**src/fabric_defs.svh**
```systemverilog
`ifndef FABRIC_DEFS_SVH
`define FABRIC_DEFS_SVH

// ######################################################################
// Fabric geometry
// ######################################################################

// Tracks per routing side
`define FAB_TRACKS 4

// ######################################################################
// Configuration bus
// ######################################################################

// Address and data word width
`define FAB_CFG_W 32

// Lower part of the address selects the tile
`define FAB_TILE_ID_W 16

`endif

```
**src/fabric_pkg.sv**
```systemverilog
`default_nettype none

`include "fabric_defs.svh"

package fabric_pkg;

	// One routing side, one bit per track
	typedef logic [`FAB_TRACKS-1:0] track_t;

	// Upper half names the block, lower half names the tile
	typedef struct packed {
		logic [`FAB_CFG_W-`FAB_TILE_ID_W-1:0] region;
		logic [`FAB_TILE_ID_W-1:0] tile;
	} cfg_addr_t;

	// Configuration targets inside a tile
	typedef enum logic [`FAB_CFG_W-`FAB_TILE_ID_W-1:0] {
		CFG_CLB = 4,
		CFG_CB1 = 5,
		CFG_CB0 = 6,
		CFG_SB = 7
	} cfg_region_e;

	// Logic block operations
	typedef enum logic [1:0] {
		CLB_AND = 2'd0,
		CLB_OR = 2'd1,
		CLB_XOR = 2'd2,
		CLB_NAND = 2'd3
	} clb_op_e;

endpackage

`default_nettype wire

```
**src/tile_cfg_if.sv**
```systemverilog
`timescale 1ns/10ps
`default_nettype none

`include "fabric_defs.svh"

interface tile_cfg_if;

	// Shared data word, valid while any enable is high
	logic [`FAB_CFG_W-1:0] cfg_data;

	// One strobe per configurable block
	logic en_sb;
	logic en_cb0;
	logic en_cb1;
	logic en_clb;

	modport decoder (
		output cfg_data,
		output en_sb,
		output en_cb0,
		output en_cb1,
		output en_clb
	);

	modport block (
		input cfg_data,
		input en_sb,
		input en_cb0,
		input en_cb1,
		input en_clb
	);

endinterface

`default_nettype wire

```
**src/clb.sv**
```systemverilog
`timescale 1ns/10ps
`default_nettype none

module clb (
	input logic clk,
	input logic rst_n,
	tile_cfg_if.block cfg,
	input logic in0,
	input logic in1,
	output logic out
);

	import fabric_pkg::*;

	clb_op_e op;
	logic result;

	// ######################################################################
	// Operation register
	// ######################################################################

	always_ff @(posedge clk) begin
		if (!rst_n) begin
			op <= CLB_AND;
		end else if (cfg.en_clb) begin
			op <= clb_op_e'(cfg.cfg_data[1:0]);
		end
	end

	always_comb begin
		case (op)
			CLB_AND: result = in0 & in1;
			CLB_OR: result = in0 | in1;
			CLB_XOR: result = in0 ^ in1;
			default: result = ~(in0 & in1);
		endcase
	end

	// Result appears one clock after the operands
	always_ff @(posedge clk) begin
		if (!rst_n) begin
			out <= 1'b0;
		end else begin
			out <= result;
		end
	end

endmodule

`default_nettype wire

```
**src/connect_box.sv**
```systemverilog
`timescale 1ns/10ps
`default_nettype none

`include "fabric_defs.svh"

module connect_box (
	input logic clk,
	input logic rst_n,
	tile_cfg_if.block cfg,
	input logic sel_en,
	input fabric_pkg::track_t tracks,
	output logic block_out
);

	localparam int SEL_W = $clog2(`FAB_TRACKS);

	logic [SEL_W-1:0] sel;

	// ######################################################################
	// Track select register
	// ######################################################################

	// Enable comes from the tile, which knows which box this is
	always_ff @(posedge clk) begin
		if (!rst_n) begin
			sel <= '0;
		end else if (sel_en) begin
			sel <= cfg.cfg_data[SEL_W-1:0];
		end
	end

	// ######################################################################
	// Operand selection
	// ######################################################################

	always_comb begin
		block_out = tracks[sel];
	end

endmodule

`default_nettype wire

```
**src/pe_tile_right.sv**
```systemverilog
`timescale 1ns/10ps
`default_nettype none

`include "fabric_defs.svh"

module pe_tile_right (
	input logic clk,
	input logic rst_n,
	input logic [`FAB_CFG_W-1:0] config_addr,
	input logic [`FAB_CFG_W-1:0] config_data,
	input logic [`FAB_TILE_ID_W-1:0] tile_id,
	input fabric_pkg::track_t in_wire_0,
	input fabric_pkg::track_t in_wire_1,
	input fabric_pkg::track_t in_wire_2,
	input fabric_pkg::track_t in_wire_3,
	output fabric_pkg::track_t out_wire_1,
	output fabric_pkg::track_t out_wire_2,
	output fabric_pkg::track_t out_wire_3
);

	import fabric_pkg::*;

	cfg_addr_t addr_fields;
	logic tile_hit;

	logic op_0;
	logic op_1;
	logic pe_output;

	tile_cfg_if cfg_bus ();

	// ######################################################################
	// Configuration address decode
	// ######################################################################

	assign addr_fields = config_addr;
	assign tile_hit = (addr_fields.tile == tile_id);

	assign cfg_bus.cfg_data = config_data;

	// Plain strobes, one per block
	assign cfg_bus.en_sb = tile_hit && (addr_fields.region == CFG_SB);
	assign cfg_bus.en_cb0 = tile_hit && (addr_fields.region == CFG_CB0);
	assign cfg_bus.en_cb1 = tile_hit && (addr_fields.region == CFG_CB1);
	assign cfg_bus.en_clb = tile_hit && (addr_fields.region == CFG_CLB);

	// ######################################################################
	// Operand selection
	// ######################################################################

	connect_box cb0 (
		.clk(clk),
		.rst_n(rst_n),
		.cfg(cfg_bus.block),
		.sel_en(cfg_bus.en_cb0),
		.tracks(in_wire_0),
		.block_out(op_0)
	);

	connect_box cb1 (
		.clk(clk),
		.rst_n(rst_n),
		.cfg(cfg_bus.block),
		.sel_en(cfg_bus.en_cb1),
		.tracks(in_wire_1),
		.block_out(op_1)
	);

	// ######################################################################
	// Logic and routing
	// ######################################################################

	clb compute_block (
		.clk(clk),
		.rst_n(rst_n),
		.cfg(cfg_bus.block),
		.in0(op_0),
		.in1(op_1),
		.out(pe_output)
	);

	// Result re-enters the fabric through the switch box
	switch_box_right sb (
		.clk(clk),
		.rst_n(rst_n),
		.cfg(cfg_bus.block),
		.in_wire_0(in_wire_0),
		.in_wire_1(in_wire_1),
		.in_wire_2(in_wire_2),
		.in_wire_3(in_wire_3),
		.pe_output(pe_output),
		.out_wire_1(out_wire_1),
		.out_wire_2(out_wire_2),
		.out_wire_3(out_wire_3)
	);

endmodule

`default_nettype wire

```
**src/switch_box_right.sv**
```systemverilog
`timescale 1ns/10ps
`default_nettype none

`include "fabric_defs.svh"

module switch_box_right (
	input logic clk,
	input logic rst_n,
	tile_cfg_if.block cfg,
	input fabric_pkg::track_t in_wire_0,
	input fabric_pkg::track_t in_wire_1,
	input fabric_pkg::track_t in_wire_2,
	input fabric_pkg::track_t in_wire_3,
	input logic pe_output,
	output fabric_pkg::track_t out_wire_1,
	output fabric_pkg::track_t out_wire_2,
	output fabric_pkg::track_t out_wire_3
);

	import fabric_pkg::*;

	// Two code bits per track, three output sides
	localparam int CODE_W = 2;
	localparam int SIDE_CFG_W = CODE_W * `FAB_TRACKS;
	localparam int SB_CFG_W = 3 * SIDE_CFG_W;

	logic [SB_CFG_W-1:0] route_cfg;

	track_t in_side [0:3];
	track_t out_side [1:3];

	// ######################################################################
	// Routing register
	// ######################################################################

	always_ff @(posedge clk) begin
		if (!rst_n) begin
			route_cfg <= '0;
		end else if (cfg.en_sb) begin
			route_cfg <= cfg.cfg_data[SB_CFG_W-1:0];
		end
	end

	assign in_side[0] = in_wire_0;
	assign in_side[1] = in_wire_1;
	assign in_side[2] = in_wire_2;
	assign in_side[3] = in_wire_3;

	// ######################################################################
	// Per-track multiplexers
	// ######################################################################

	// Codes 0..2 walk the other sides in increasing order, skipping s
	for (genvar s = 1; s <= 3; s++) begin : g_side
		localparam int SRC0 = 0;
		localparam int SRC1 = (s > 1) ? 1 : 2;
		localparam int SRC2 = (s > 2) ? 2 : 3;

		for (genvar t = 0; t < `FAB_TRACKS; t++) begin : g_track
			logic [CODE_W-1:0] code;

			assign code = route_cfg[(s - 1) * SIDE_CFG_W + CODE_W * t +: CODE_W];

			always_comb begin
				case (code)
					2'd0: out_side[s][t] = in_side[SRC0][t];
					2'd1: out_side[s][t] = in_side[SRC1][t];
					2'd2: out_side[s][t] = in_side[SRC2][t];
					default: out_side[s][t] = pe_output;
				endcase
			end
		end
	end

	// No side 0 output on the right edge
	assign out_wire_1 = out_side[1];
	assign out_wire_2 = out_side[2];
	assign out_wire_3 = out_side[3];

endmodule

`default_nettype wire

```
**config.mk**
```make
export PLATFORM = sky130hd
export DESIGN_NAME = pe_tile_right
export DESIGN_NICKNAME = d
export VERILOG_FILES = /design/src/fabric_pkg.sv /design/src/tile_cfg_if.sv /design/src/clb.sv /design/src/connect_box.sv /design/src/pe_tile_right.sv /design/src/switch_box_right.sv
export VERILOG_INCLUDE_DIRS = /design/src
export SDC_FILE = /design/constraint.sdc
export NUM_CORES = 1
export LEC_CHECK = 0
export BUFFER_PORTS_ARGS = -buffer_cell sky130_fd_sc_hd__buf_2
export CAP_MARGIN = 20
export CORE_MARGIN = 4
export CORE_UTILIZATION = 48
export CTS_BUF_LIST = sky130_fd_sc_hd__clkbuf_8
export DETAILED_ROUTE_END_ITERATION = 10
export GPL_TIMING_DRIVEN = 0
export PLACE_DENSITY = 0.87
export SETUP_SLACK_MARGIN = 0.4
export SYNTH_ARGS = -nofsm -noshare
export SYNTH_HDL_FRONTEND = slang
export SYNTH_SLANG_ARGS = --single-unit
export TNS_END_PERCENT = 5
```
**constraint.sdc**
```tcl
create_clock -name clk -period 4.45 [get_ports clk]
set_input_delay 0.445 -clock clk [delete_from_list [all_inputs] [get_ports clk]]
set_output_delay 0.445 -clock clk [all_outputs]
set_load 0.005 [all_outputs]
```
# Word-level counts from Yosys, hierarchy flattened
# Cells that the tools add are included.
# totals
register_bits	31
inputBits	98
output_inout_bits	12
elab_cells	76
# classes
n_bitwise	4
magnitude_cmp	2
n_eq_ne	31
n_reduce_logical	17
muxes	17
# op_table
op	count
16-bit by 3-bit equality test with 1-bit output (second input constant)	4
1-bit case mux with 3 select lines	13
2-bit by 1-bit equality test with 1-bit output (second input constant)	13
2-bit equality test (second input constant)	13
2-bit logical NOT	13
16-bit equality test	1
2-bit by 3-bit less-than comparator with 1-bit output (second input constant)	2
1-bit binary-select mux with 2-bit select	2
1-bit logical AND	4
1-bit two-way mux	2
1-bit bitwise AND	1
1-bit inverter	1
1-bit OR	1
1-bit XOR	1

# Logic depth before layout (Yosys ltp)
# Gate-level depths: netlist of the first run.
# logic_depth
word_depth	5
depth_mapped	7
ltp_nobuf	7

# Cells and area by module
# From an unflattened synthesis of the first run, not the netlist that was laid out.
# unflattened
cells_unflattened	154
area_unflattened_um2	1869.3
# by_module_without_submodules
module	area_per_inst_um2	instances	seq_area_each_um2	cells_each
switch_box_right	1228.7	1	480.5	90
pe_tile_right	276.5	1	0.0	34
connect_box	95.1	2	40.0	7
clb	173.9	1	60.1	16

# Worst setup path before layout of the first run
# No wires, ideal clock.
# synth_path
path_kind	input -> register
from	input tile_id[0]
to	register sb.route_cfg[0]
arrival_ns	1.538
setup_slack_ns	2.792
t_required_ns	4.330
path_buffers	1
setup_ns	0.120
path_stages	5
cell_sequence	xor2_1 -> nor4_2 -> nand4_4 -> buf_6 -> mux2i_1
# synth_via
elab_chain_cells	2
# synth_lines
item	line	rtl
from (decl)	pe_tile_right.sv:11	input logic [`FAB_TILE_ID_W-1:0] tile_id,
16-bit equality test	pe_tile_right.sv:37	assign tile_hit = (addr_fields.tile == tile_id);
1-bit logical AND	pe_tile_right.sv:42	assign cfg_bus.en_sb = tile_hit && (addr_fields.region == CFG_SB);
to (signal assigned)	switch_box_right.sv:40	route_cfg <= cfg.cfg_data[SB_CFG_W-1:0];
to (decl)	switch_box_right.sv:27	logic [SB_CFG_W-1:0] route_cfg;
# Every way passes these cells.
# A chain may end at the register's enable or synchronous reset.

# Worst setup path after layout of the first run
# layout_path
from	register compute_block.out
to	output out_wire_2[0]
# layout_via
elab_chain_cells	1
# layout_lines
item	line	rtl
from (decl)	clb.sv:10	output logic out
from (signal assigned)	clb.sv:44	out <= result;
1-bit case mux with 3 select lines	switch_box_right.sv:65	case (code)
to (decl)	pe_tile_right.sv:17	output fabric_pkg::track_t out_wire_2,
# Every way passes these cells.

==> flow_summary.toml, run 1 <==
[detailed_routing]
ant_nets = 0
first_pass_iters = 4
drc_errors = 0
vias_per_cell = 5.33
drt-initial-drc-count = 66
finalWirelength_mm = 5.22
wl_per_cell_um = 15.4
num_vias = 1802

[global_route]
grt_max_degree = 11
grt.total_usage_pct = 21.8
grt_pass1_vias = 1877
antenna_found_initial = 0
grt_pass1_wl_mm = 8.42
grt-ovfl-total = 0

[power]
p_total_w = 0.000671
peakVddDrop_v = 0.000235
powerDensity_mw_per_mm2 = 266
leakagePower_nw = 1.23

[cts]
cts_buffers = 5
root_buffer = "clkbuf_8"
clk_latency_ns = 0.29
htreeDepth = 2
clkTransAtPathRegs_ns = 0.07
postCtsSetupBuffers = 0
clock-sinks = 31
cts_buffer_depth = 2
cts.repair.resized = 0
hold_buffers = 0
cts_tree = "yes"

[worst_setup_path]
cp_data_required_time_ns = 4.01
cp_cell_sequence = "clkbuf_1 -> mux4_2 -> buf_2"
worstPathArrival_ns = 1.54
critPathKind = "reg -> out"
cp-start-kind = "flop"
ff2ff_path_depth = 6
critPathMaxStageDelay_ns = 0.54
cp_max_fo = 10
crit_slowest_cell = "mux4_2"
endpoint_kind = "primary output"

[flow_run]
maxCapViolations = 0

[timing]
fin_setup_tns_ns = 0
skew_ns = 0.00179
slew_headroom_pct = 67.3
finalSetupViolCount = 0
setup_ws_ns = 2.46
hold_viol_final = 0
period_minus_slack_ns = 1.99
maxSlewViolCount = 0
rsz0062_at_grt = "false"
fin_crit_sh_pct = 44.6
clock.fmax_mhz = 504
holdWs_ns = 0.388
worst_pin_slew_ns = 0.486

[final_layout]
area_growth_pct = 36.8
drive_gt1_share_pct = 43.8
fill_cells = 300
instances_no_fill = 338
final_cell_mix = "100 x buf_2, 55 x nand2_1, 32 x mux2i_1"
fin_nets = 389
final_common_cell = "buf_2"
n_antenna_cell = 0

[synth]
synth_top_family_by_area = "multiplexers"
yosys.area_share.simple_pct = 19.5
synth_compound_area_share_pct = 0.272
synth_area_per_cell_um2 = 10.1
yosys.area_share.adder_pct = 1.36
muxShareOfSynthArea_pct = 34.5
synth_xor_area_share_pct = 7.61
yosysSeqAreaShare_pct = 33.7
netlist_instances = 182
ys_ff_latch = 31
syn_area_mm2 = 0.00184
yosys_warnings = 0
synth_nets = 282
yosysUniqueCellTypes = 21

[hold_path]
worstHoldPathType = "in -> reg"
holdPathStages = 3

[die]
initial_utilization_pct = 49.9
die_y_um = 69.9
die-area_mm2 = 0.00489
ios = 110
core_area_mm2 = 0.00369
dieWidth_um = 69.9
rows = 22

[placement]
dp_slack_ns = 2.48
port_buffers = 100
dp_cells = 330
post-dp-hpwl_mm = 4.15
gp_routability_congestion = 0.799

[outcome]
status = "finished clean"
## layout make-up
type                            count  area, um^2  share of cell area, %
Clock inverter                      2        35.0                   1.39
Inverter                            2        7.51                  0.298
Sequential cell                    31         621                   24.6
Buffer                              9        48.8                   1.94
Tap cell                           48        60.1                   2.38
Clock buffer                        6        82.6                   3.28
Timing Repair Buffer              100         500                   19.9
Multi-Input combinational cell    140        1160                   46.2
## final timing paths
kind / to / slack, ns / startpoint
setup / recovery: out_wire_2[0] / 2.46 / compute_block.out$_SDFF_PN0_
hold / removal: sb.route_cfg[18]$_SDFFE_PN0P_ / 0.39 / config_data[18]
setup reg to reg: compute_block.out$_SDFF_PN0_ / 2.76 / cb1.sel[0]$_SDFFE_PN0P_
hold reg to reg: sb.route_cfg[5]$_SDFFE_PN0P_ / 0.47 / sb.route_cfg[5]$_SDFFE_PN0P_
## Yosys cell counts, drive strengths merged
master	number	area [um^2]
xnor2	12	105
nor4b	1	15.0
buf	3	26.3
inv	2	7.51
o21ai	1	5.00
nor2	4	15.0
mux4	14	315
and4	3	26.3
mux2i	32	320
xor2	4	35.0
clkbuf	6	22.5
and2	2	12.5
ha	2	25.0
nor4	3	25.0
nand2	55	206
nand4	5	46.3
dfxtp	31	621
nor2b	2	12.5
## per-layer routing
layer  vias up  track usage (%)  routed length (um)
met5         -                0                   0
li1        854                -                   -
met2        87             37.6                2660
met4         0             8.09                  80
met3         8             6.91                 473
met1       853             25.2                2000
## critical path: cells and delay by family (launching register included)
kind	cells	cell delay (ns)
mux	1	0.54
buf+inv	2	0.38
flops	1	0.34
## report_power, final
part	switching (W)	total, W	leakage [nW]	internal [W]
logic	0.0000457	0.000101	0.924	0.0000553
registers	0.000000354	0.000278	0.250	0.000278
clock network	0.000111	0.000292	0.0612	0.000181
total	0.000157	0.000671	1.23	0.000514
## per-stage QoR
step                util (%)  instance area, um^2
floorplan                  -                 1840
global placement        65.1                 2400
detailed placement      65.1                 2400
CTS                     68.3                 2520
global route            68.3                 2520
finish                  68.3                 2520
## state kept, by name (all words and copies together), names as in the netlist
| register | count |
|---|---|
| cb0.sel | 2 |
| cb1.sel | 2 |
| compute_block.op | 2 |
| compute_block.out | 1 |
| sb.route_cfg | 24 |
## cell families (layout without fill, tap and decap cells)
| family | count (synthesis) | after routing |
|---|---|---|
| AOI/OAI and AO/OA | 1 | 1 |
| adders and majority gates | 2 | 2 |
| buffers and inverters | 11 | 119 |
| DFF | 31 | 31 |
| xor gates and xnor gates | 16 | 16 |
| muxes | 46 | 46 |
| and+or+nand+nor | 75 | 75 |
Note: power is estimated with default switching activity, not from simulation.
==> run 2, diff against run 1 <==
--- a/config.mk
+++ b/config.mk
@@ -9,11 +9,11 @@
 export BUFFER_PORTS_ARGS = -buffer_cell sky130_fd_sc_hd__buf_2
 export CAP_MARGIN = 20
 export CORE_MARGIN = 4
-export CORE_UTILIZATION = 48
+export CORE_UTILIZATION = 45
 export CTS_BUF_LIST = sky130_fd_sc_hd__clkbuf_8
 export DETAILED_ROUTE_END_ITERATION = 10
 export GPL_TIMING_DRIVEN = 0
-export PLACE_DENSITY = 0.87
+export PLACE_DENSITY = 0.83
 export SETUP_SLACK_MARGIN = 0.4
 export SYNTH_ARGS = -nofsm -noshare
 export SYNTH_HDL_FRONTEND = slang
==> constraint.sdc (replaced) <==
create_clock -name clk -period 1.95 [get_ports clk]
set_input_delay 0.195 -clock clk [delete_from_list [all_inputs] [get_ports clk]]
set_output_delay 0.195 -clock clk [all_outputs]
set_load 0.005 [all_outputs]
==> flow_summary.toml, run 2 (synthesis gave the netlist of run 1 again) <==
[final_layout]
final_cell_mix = "100 x buf_2, 55 x nand2_1, 32 x mux2i_1"
drive_gt1_share_pct = 46.0
fin_nets = 389
top_register = "sb.route_cfg"
largest_register_ff_count = 24
area_growth_pct = 36.3
n_antenna_cell = 0
fill_cells = 318
final_common_cell = "buf_2"

[power]
peakVddDrop_v = 0.000450
powerDensity_mw_per_mm2 = 546
leakagePower_nw = 1.22
p_total_w = 0.00137

[detailed_routing]
first_pass_iters = 4
num_vias = 1743
wl_per_cell_um = 15.0
drc_errors = 0
drt-initial-drc-count = 78
vias_per_cell = 5.17
finalWirelength_mm = 5.06
ant_nets = 0

[timing]
finalSetupViolCount = 0
rsz0062_at_grt = "true"
fin_crit_sh_pct = 84.8
skew_ns = 0.000596
period_minus_slack_ns = 1.65
maxSlewViolCount = 0
slew_headroom_pct = 66.4
hold_viol_final = 0
clock.fmax_mhz = 605
worst_pin_slew_ns = 0.500
setup_ws_ns = 0.297
fin_setup_tns_ns = 0

[global_route]
grt_pass1_vias = 1783
grt_pass1_wl_mm = 8.09
grt.total_usage_pct = 19.9
antenna_found_initial = 0
grt-ovfl-total = 0
grt_max_degree = 11

[cts]
cts_tree = "yes"
hold_buffers = 0
clkTransAtPathRegs_ns = 0.06
clock-sinks = 31
cts_buffer_depth = 2
postCtsSetupBuffers = 0
clk_latency_ns = 0.28
cts_buffers = 5
htreeDepth = 2
root_buffer = "clkbuf_8"

[placement]
dp_slack_ns = 0.215
gp_routability_congestion = 0.811
port_buffers = 100
post-dp-hpwl_mm = 4.11

[hold_path]
min_to = "sb.route_cfg[8]$_SDFFE_PN0P_"
worstHoldPathType = "in -> reg"
holdPathStages = 3
holdCritStartpoint = "config_data[8]"

[die]
rows = 22
dieWidth_um = 72.0
ios = 110
die_y_um = 72.0
die-area_mm2 = 0.00518
initial_utilization_pct = 48.5
core_area_mm2 = 0.00380

[worst_setup_path]
cp_max_fo = 10
cp_data_required_time_ns = 1.75
critPathKind = "reg -> out"
critPathMaxStageDelay_ns = 0.50
r2r_setup_slack_ns = 0.32
cp-start-kind = "flop"
ff2ff_path_depth = 6
crit_family = "multiplexers"
crit_slowest_cell = "mux4_2"
worstPathArrival_ns = 1.46
r2r_start = "cb0.sel[0]$_SDFFE_PN0P_"
cp_cell_sequence = "clkbuf_4 -> mux4_2 -> buf_2"
endpoint_kind = "primary output"
crit_buf_inv = 2
regToRegEndpoint = "compute_block.out$_SDFF_PN0_"

[outcome]
status = "finished clean"

[flow_run]
maxCapViolations = 0
==> run 2: area by class of cell <==
type	count	area, um^2	share of cell area (%)
multi-input cells	140	1180	47.0
clock buffers	6	82.6	3.29
well taps	48	60.1	2.39
repair buffers	100	500	19.9
flip-flops and latches	31	623	24.8
plain buffers	9	52.6	2.09
inverters	2	7.51	0.299
clock inverters	1	5.00	0.199
==> run 2: how the worst max path moves through the flow <==
stage | start | end | slack (ns) | cells after the start
after global routing | cb0.sel[0]$_SDFFE_PN0P_ | compute_block.out$_SDFF_PN0_ | 0.25 | 6
final | compute_block.out$_SDFF_PN0_ | out_wire_2[0] | 0.30 | 3
after global placement | config_addr[20] | sb.route_cfg[23]$_SDFFE_PN0P_ | 0.25 | 7
after CTS | cb1.sel[0]$_SDFFE_PN0P_ | compute_block.out$_SDFF_PN0_ | 0.31 | 6
after detailed placement | config_addr[20] | sb.route_cfg[23]$_SDFFE_PN0P_ | 0.21 | 7
after floorplan | cb0.sel[0]$_SDFFE_PN0P_ | compute_block.out$_SDFF_PN0_ | 0.40 | 6
==> run 2: stage by stage <==
step                hold WS (ns)  utilization [%]  cells  instance area (um^2)
floorplan                  0.334                -    182                  1840
global placement           0.442             63.2    330                  2400
detailed placement         0.443             63.2    330                  2400
CTS                        0.148             66.0    337                  2510
global route               0.144             66.1    337                  2510
finish                     0.147             66.1    337                  2510
==> run 2: metal layers <==
| metal | vias to the layer above | routed length [um] | track usage (%) |
|---|---|---|---|
| met5 | - | 0 | 0 |
| met2 | 59 | 2630 | 34.3 |
| met1 | 820 | 1960 | 23.5 |
| li1 | 858 | - | - |
| met3 | 6 | 411 | 6.37 |
| met4 | 0 | 54 | 6.05 |
==> run 2: worst min-delay path, stage by stage <==
cell and delay, ns:
buf_2 0.09, nand2_1 0.04, mux2i_1 0.05
==> run 2: where the power goes <==
| group | total (W) | switching (W) | internal, W |
|---|---|---|---|
| clock network | 0.000506 | 0.000229 | 0.000276 |
| logic | 0.000231 | 0.000103 | 0.000128 |
| registers | 0.000635 | 0.000000816 | 0.000634 |
==> run 2: timing repair <==
| item | CTS | global route |
|---|---|---|
| gates resized for setup | 8 | 1 |
| setup endpoints to repair | 11 | 12 |
| pin swaps | 2 | 0 |
